[config.mk]
export PLATFORM = sky130hd
export DESIGN_NAME = host_bridge
export DESIGN_NICKNAME = d
export VERILOG_FILES = /design/src/core_mem_pkg.sv /design/src/host_bridge.sv
export SDC_FILE = /design/constraint.sdc
export NUM_CORES = 1
export LEC_CHECK = 0
export ABC_AREA = 1
export BUFFER_PORTS_ARGS = -buffer_cell sky130_fd_sc_hd__clkbuf_2
export CAP_MARGIN = 5
export CORE_AREA = 4 4 322 324
export CTS_CLUSTER_SIZE = 40
export DETAILED_ROUTE_END_ITERATION = 10
export DIE_AREA = 0 0 326 328
export GPL_TIMING_DRIVEN = 0
export MAX_ROUTING_LAYER = met4
export PLACE_DENSITY = 0.42
export SYNTH_ARGS = -nofsm -noshare
export SYNTH_HDL_FRONTEND = slang
export SYNTH_SLANG_ARGS = --single-unit
[constraint.sdc]
create_clock -name clk -period 1.8 [get_ports clk]
set_input_delay 0 -clock clk [delete_from_list [all_inputs] [get_ports clk]]
set_output_delay 0 -clock clk [all_outputs]
set_load 0.01 [all_outputs]
[src/core_mem_pkg.sv]
package core_mem_pkg;

	// lane and line geometry
	localparam int IDATA_WIDTH = 8;
	localparam int MAC_MULT_NUM = 16;
	localparam int LINE_WIDTH = IDATA_WIDTH * MAC_MULT_NUM;
	localparam int LANE_SEL_WIDTH = $clog2(MAC_MULT_NUM);

	// host side, one word spans two lanes
	localparam int HOST_DATA_WIDTH = 16;
	localparam int WORDS_PER_LINE = LINE_WIDTH / HOST_DATA_WIDTH;
	localparam int WORD_SEL_WIDTH = $clog2(WORDS_PER_LINE);
	localparam int HOST_ADDR_WIDTH = 14;
	localparam int HOST_REGION_WIDTH = 2;

	// core side address
	localparam int CMEM_ADDR_WIDTH = 12;
	localparam int KV_ENTRY_WIDTH = CMEM_ADDR_WIDTH - 1 - LANE_SEL_WIDTH;

	// users of the kv cache
	localparam int MAX_USERS = 4;
	localparam int USER_ID_WIDTH = $clog2(MAX_USERS);

	// widest sram address of either memory
	localparam int LINE_ADDR_WIDTH = 10;

	typedef logic [LINE_WIDTH-1:0] line_t;
	typedef logic [HOST_DATA_WIDTH-1:0] host_word_t;
	typedef logic [LINE_ADDR_WIDTH-1:0] line_addr_t;

	// one access to a line-wide sram
	typedef struct packed {
		logic       wen;
		logic       ren;
		line_addr_t addr;
		line_t      wdata;
		line_t      bwe;
	} mem_req_t;

	// core address as seen by weight memory
	typedef struct packed {
		logic                       kv;
		logic [CMEM_ADDR_WIDTH-2:0] line;
	} cmem_wgt_addr_t;

	// core address as seen by the kv cache
	typedef struct packed {
		logic                      kv;
		logic [LANE_SEL_WIDTH-1:0] bank;
		logic [KV_ENTRY_WIDTH-1:0] entry;
	} cmem_kv_addr_t;

	typedef union packed {
		cmem_wgt_addr_t wgt;
		cmem_kv_addr_t  kv;
	} cmem_addr_u;

endpackage

[src/host_bridge.sv]
`timescale 1ns/100ps

module host_bridge (
	input  logic                                     clk,
	input  logic                                     rstn,
	input  logic [core_mem_pkg::HOST_ADDR_WIDTH-1:0] host_addr,
	input  core_mem_pkg::host_word_t                 host_wdata,
	input  logic                                     host_wen,
	input  logic                                     host_ren,
	output core_mem_pkg::mem_req_t                   wmem_host_req,
	output core_mem_pkg::mem_req_t                   kv_host_req,
	input  core_mem_pkg::line_t                      wmem_host_rdata,
	input  core_mem_pkg::line_t                      kv_cache_rdata,
	output core_mem_pkg::host_word_t                 host_rdata,
	output logic                                     host_rvld
);
	import core_mem_pkg::*;

	localparam int MID_W = HOST_ADDR_WIDTH - HOST_REGION_WIDTH - WORD_SEL_WIDTH;

	logic [HOST_REGION_WIDTH-1:0] region;
	logic [MID_W-1:0] mid_line;
	logic [WORD_SEL_WIDTH-1:0] word_sel;
	logic region_kv;
	logic [HOST_REGION_WIDTH+MID_W-1:0] wgt_line;
	line_addr_t line_addr;
	line_t slice_data;
	line_t slice_bwe;

	logic wgt_wen_q;
	logic wgt_ren_q;
	logic kv_wen_q;
	logic kv_ren_q;
	line_addr_t addr_q;
	line_t wdata_q;
	line_t bwe_q;

	logic ren_d1;
	logic [WORD_SEL_WIDTH-1:0] word_d1;
	logic [WORD_SEL_WIDTH-1:0] word_d2;
	logic kv_d1;
	logic kv_d2;
	line_t ret_line;

	// address split and line packing
	always_comb begin
		region = host_addr[HOST_ADDR_WIDTH-1 -: HOST_REGION_WIDTH];
		mid_line = host_addr[WORD_SEL_WIDTH +: MID_W];
		word_sel = host_addr[WORD_SEL_WIDTH-1:0];
		region_kv = (region == '0);
		// weight regions start at 1, so shift them down by one
		wgt_line = {region - HOST_REGION_WIDTH'(1), mid_line};
		line_addr = region_kv ? line_addr_t'(mid_line) : line_addr_t'(wgt_line);
		slice_data = '0;
		slice_bwe = '0;
		slice_data[word_sel*HOST_DATA_WIDTH +: HOST_DATA_WIDTH] = host_wdata;
		slice_bwe[word_sel*HOST_DATA_WIDTH +: HOST_DATA_WIDTH] = '1;
	end

	always_ff @(posedge clk or negedge rstn) begin
		if (!rstn) begin
			wgt_wen_q <= 1'b0;
			wgt_ren_q <= 1'b0;
			kv_wen_q <= 1'b0;
			kv_ren_q <= 1'b0;
		end else begin
			wgt_wen_q <= host_wen && !region_kv;
			wgt_ren_q <= host_ren && !region_kv;
			kv_wen_q <= host_wen && region_kv;
			kv_ren_q <= host_ren && region_kv;
		end
	end

	// one payload serves both buses, only one of them is enabled
	always_ff @(posedge clk) begin
		if (host_wen || host_ren) begin
			addr_q <= line_addr;
			wdata_q <= slice_data;
			bwe_q <= slice_bwe;
		end
	end

	always_comb begin
		wmem_host_req.wen = wgt_wen_q;
		wmem_host_req.ren = wgt_ren_q;
		wmem_host_req.addr = addr_q;
		wmem_host_req.wdata = wdata_q;
		wmem_host_req.bwe = bwe_q;
		kv_host_req.wen = kv_wen_q;
		kv_host_req.ren = kv_ren_q;
		kv_host_req.addr = addr_q;
		kv_host_req.wdata = wdata_q;
		kv_host_req.bwe = bwe_q;
	end

	// read valid lines up with the sram output two cycles later
	always_ff @(posedge clk or negedge rstn) begin
		if (!rstn) begin
			ren_d1 <= 1'b0;
			host_rvld <= 1'b0;
		end else begin
			ren_d1 <= host_ren;
			host_rvld <= ren_d1;
		end
	end

	always_ff @(posedge clk) begin
		word_d1 <= word_sel;
		word_d2 <= word_d1;
		kv_d1 <= region_kv;
		kv_d2 <= kv_d1;
	end

	// pick the answering memory, then the word inside its line
	always_comb begin
		ret_line = kv_d2 ? kv_cache_rdata : wmem_host_rdata;
		host_rdata = ret_line[word_d2*HOST_DATA_WIDTH +: HOST_DATA_WIDTH];
	end

endmodule

After elaboration in Yosys (flattened, before gate mapping)
Index checks and enable logic that the tools add are counted.
- register bits: 280
- add/sub/neg operators: 2
- shifts and indexed selects: 4
- muxes and demuxes: 1
- bitwise gates (word level): 2
- reduce and logical (&&, ||, !) cells: 7
- operators by type and width (operator ; count):
    128-bit bitwise AND ; 2
    128-bit 2-to-1 mux ; 1
    16-bit by 34-bit variable shift with 128-bit output, first input constant ; 1
    128-bit by 8-bit variable part select with 16-bit output ; 1
    16-bit by 34-bit variable part select with 128-bit output ; 1
    16-bit by 34-bit variable part select with 128-bit output, first input constant ; 1
    7-bit negator with 34-bit output ; 1
    1-bit logical AND ; 4
    2-bit logical NOT ; 1
    1-bit logical NOT ; 1
    1-bit logical OR ; 1
    1-bit subtractor, second input constant ; 1

Logic depth before layout (Yosys ltp)
- word-level depth: 3
- mapped depth: 10
- gate-level depth less buffers: 8

Least setup slack after synthesis
Ideal clock, no wire load.
- path kind: input to register
- from: input host_wen
- to: register addr_q[0] (enable)
- setup time: 1.230 ns
- data arrival time: 2.440 ns
- setup slack: -1.870 ns
- stages: 2
- buffers on the path: 0
- cell sequence: inv_1 > nand2_1
- cells in the longest elaborated chain, start to end: 1
- ends and longest elaborated chain (item ; line ; text):
    from (decl) ; host_bridge.sv:8 ; input logic host_wen,
    1-bit logical OR ; host_bridge.sv:76 ; if (host_wen || host_ren) begin
    to (signal assigned) ; host_bridge.sv:77 ; addr_q <= line_addr;
    to (decl) ; host_bridge.sv:34 ; line_addr_t addr_q;
Every way passes these cells.
A chain may end at the register's enable or synchronous reset.

Final worst setup path
- from: register kv_d2
- to: output host_rdata[15]
- cells in the longest elaborated chain, start to end: 2
- ends and longest elaborated chain (item ; line ; text):
    from (decl) ; host_bridge.sv:42 ; logic kv_d2;
    from (signal assigned) ; host_bridge.sv:111 ; kv_d2 <= kv_d1;
    128-bit 2-to-1 mux ; host_bridge.sv:116 ; ret_line = kv_d2 ? kv_cache_rdata : wmem_host_rdata;
    128-bit by 8-bit variable part select with 16-bit output ; host_bridge.sv:117 ; host_rdata = ret_line[word_d2*HOST_DATA_WIDTH +: HOST_DATA_WIDTH];
    to (decl) ; host_bridge.sv:14 ; output core_mem_pkg::host_word_t host_rdata,
Every way passes these cells.

==> metrics <==
gr usage total=0.125; Least-Margin Pin Slew=0.925 ns; Hold Crit Class=in -> reg; worst vdd ir=0.000493 V; Clock transition at path regs=0.07 ns; fmax=0.524 GHz; CTS root buffer=clkbuf_16; worst hold slack=0.216 ns; Hold Vio Cnt, Final=0; Num CTS Buffers=17; DR DRC count=0; fin area=20400 um2; crit share post-route=1.06; Synth async-reset ratio=0.0375; Layout area overhead=72.0%; Iter 0 DRT Violations=586; worst-path fanout max=5; remaining antenna violation count=0; Routed Wire Length=68.4 mm; failing checks=setup timing; area of the die=107000 um2; Core ar.=101000 um2; Max Cap Viol=0; clock sink count=160; Clock Skews=0.00934 ns; insertion delay to the later sink of the worst-skew pair=0.46 ns; count leader, synth=buf_4; Syn. warnings=0; GP Congestion=0.921; initial antenna violation count=13; Worst Slack Setup Final=-0.107 ns; row count=117; Routed wire per std cell=17.8 um; Die Wd=326 um; arrival time of the worst setup path=1.91 ns; startpoint types=register; Area contributors post-synth=edfxtp_1, buf_4, nand2_1, nand3_1, inv_1; Non-Filler Instances=3848; largest net degree at the start of global routing=105; Setup TNS=-1.11 ns; Die Height=328 um; number of enable flip-flop cells after synthesis=146; fin crit period=1.91 ns; Worst slew margin=0.384; Synth Cell Area=11900 um2; Worst R2R Path Depth=0; Synth top area share=0.370; ratio of cells with drive above 1 in the final layout=0.613; Syn Inst Count=1541; Starting Density=0.117; post-synth cell types=23; Post-synth top cells=buf_4, nand2_1, inv_1, nand3_1, edfxtp_1; placed instance area=17800 um2; hpwl dp=57.2 mm; H-Tree Depth=4; hold path depth=2; total I/O pin count=843; cell taking the most area after synthesis=edfxtp_1; final core occ=0.202; CTS tree=yes; Final Max Tran Viols=0; Setup crit end kind=output pin; Req. time, crit path=1.80 ns; clk buf depth=2; Avg Inst Size Synth=7.69 um2; RSZ-0062 raised after global routing=yes; syn nets=1834; Final #Nets=2758; FF+latch count, synth=160; sequential-to-total area share from yosys stat=0.396; Pre-antenna DRT Iters=5; Synth Flop Type=edfxtp_1; # setup viols final=16; first-pass GRT wire length=92.8 mm; Port Buffers=842; run status=finished with violations; placed cell count=3752; Vias=12.7k; gr ovfl total=0; Cell Pwr Density=669 nW/um2; kind of critical path=reg -> out; P_leak=11.5 nW; vias in the first global route=12.8k; Vias/cell=3.30
power breakdown:
group	leakage, nW	total (mW)	internal, mW	switching, mW
logic	9.43	4.97	2.37	2.59
registers	1.72	4.55	4.34	0.213
clock network	0.318	4.12	2.37	1.75
worst paths after layout:
| path | endpoint | slack, ns | from |
|---|---|---|---|
| max reg2reg | host_rvld | 1.34 | ren_d1 |
| min in group asynchronous | ren_d1 | 0.48 | rstn |
| min | ren_d1 | 0.22 | host_ren |
| min reg2reg | word_d2[0] | 0.33 | word_d1[0] |
| max in group asynchronous | wgt_ren_q | 1.11 | rstn |
| max | host_rdata[15] | -0.11 | kv_d2 |
per-layer routing:
layer,global-route usage,wire length (um),up-vias
li1,-,-,6182
met1,0.135,26200,5838
met2,0.218,34600,585
met3,0.0282,4330,105
met4,0.0589,3290,0
met5,-,0,-
cell type report:
type	instances	area [um2]
Antenna cell	2	5.00
Sequential cell	160	4700
Inverter	231	883
Timing Repair Buffer	906	5030
Fill cell	11500	80800
Tap cell	1368	1710
Clock inverter	15	218
Clock buffer	17	425
Multi-Input combinational cell	698	3770
Buffer	451	3650
flip-flops by register name, summed over array words and instances (netlist names):
| register | flops |
|---|---|
| addr_q | 10 |
| bwe_q | 8 |
| host_rvld | 1 |
| kv_d1 | 1 |
| kv_d2 | 1 |
| kv_ren_q | 1 |
| kv_wen_q | 1 |
| ren_d1 | 1 |
| wdata_q | 128 |
| wgt_ren_q | 1 |
| wgt_wen_q | 1 |
| word_d1 | 3 |
| word_d2 | 3 |
placed cells by master (no fill, tap or decap), types with 20 or more instances in the layout:
master / instances
clkbuf_2: 830
buf_4: 411
nand2_1: 321
inv_1: 219
edfxtp_1: 146
nor2_1: 117
nand3_1: 106
nand3_2: 65
buf_6: 35
dlygate4sd3_1: 35
nand2_2: 27
nand3_4: 23
clkbuf_16: 22
nor2_2: 20
per-stage QoR:
| stage | setup slack, ns | power, mW |
|---|---|---|
| floorplan | 0.291 | 7.00 |
| global placement | -0.522 | 9.18 |
| global route | -0.199 | 14.4 |
| finish | -0.107 | 13.6 |
| detailed placement | -0.555 | 9.15 |
| CTS | -0.193 | 13.8 |
worst max-delay path, stage by stage (launching register included):
cell and delay [ns]:
dfxtp_4 0.43, inv_8 0.07, clkbuf_16 0.18, clkbuf_16 0.17, nand2_4 0.06, nand3_2 0.07, nand3_2 0.11, nand3_4 0.14
nand2_2 0.12, buf_8 0.10
kinds of logic after synthesis:
group	synth area share
and+or+nand+nor	0.252
buffers and inverters	0.349
DFF	0.396
adders and majority gates	0.00317
repair_timing:
item,CTS,global route
buffers inserted,20,2
gates resized for setup,218,100
hold buffers,35,0
setup endpoints to repair,273,53
cloned,0,6
hold endpoints to repair,149,0
pin swaps,18,30
Power figures use the tool's default switching activity.
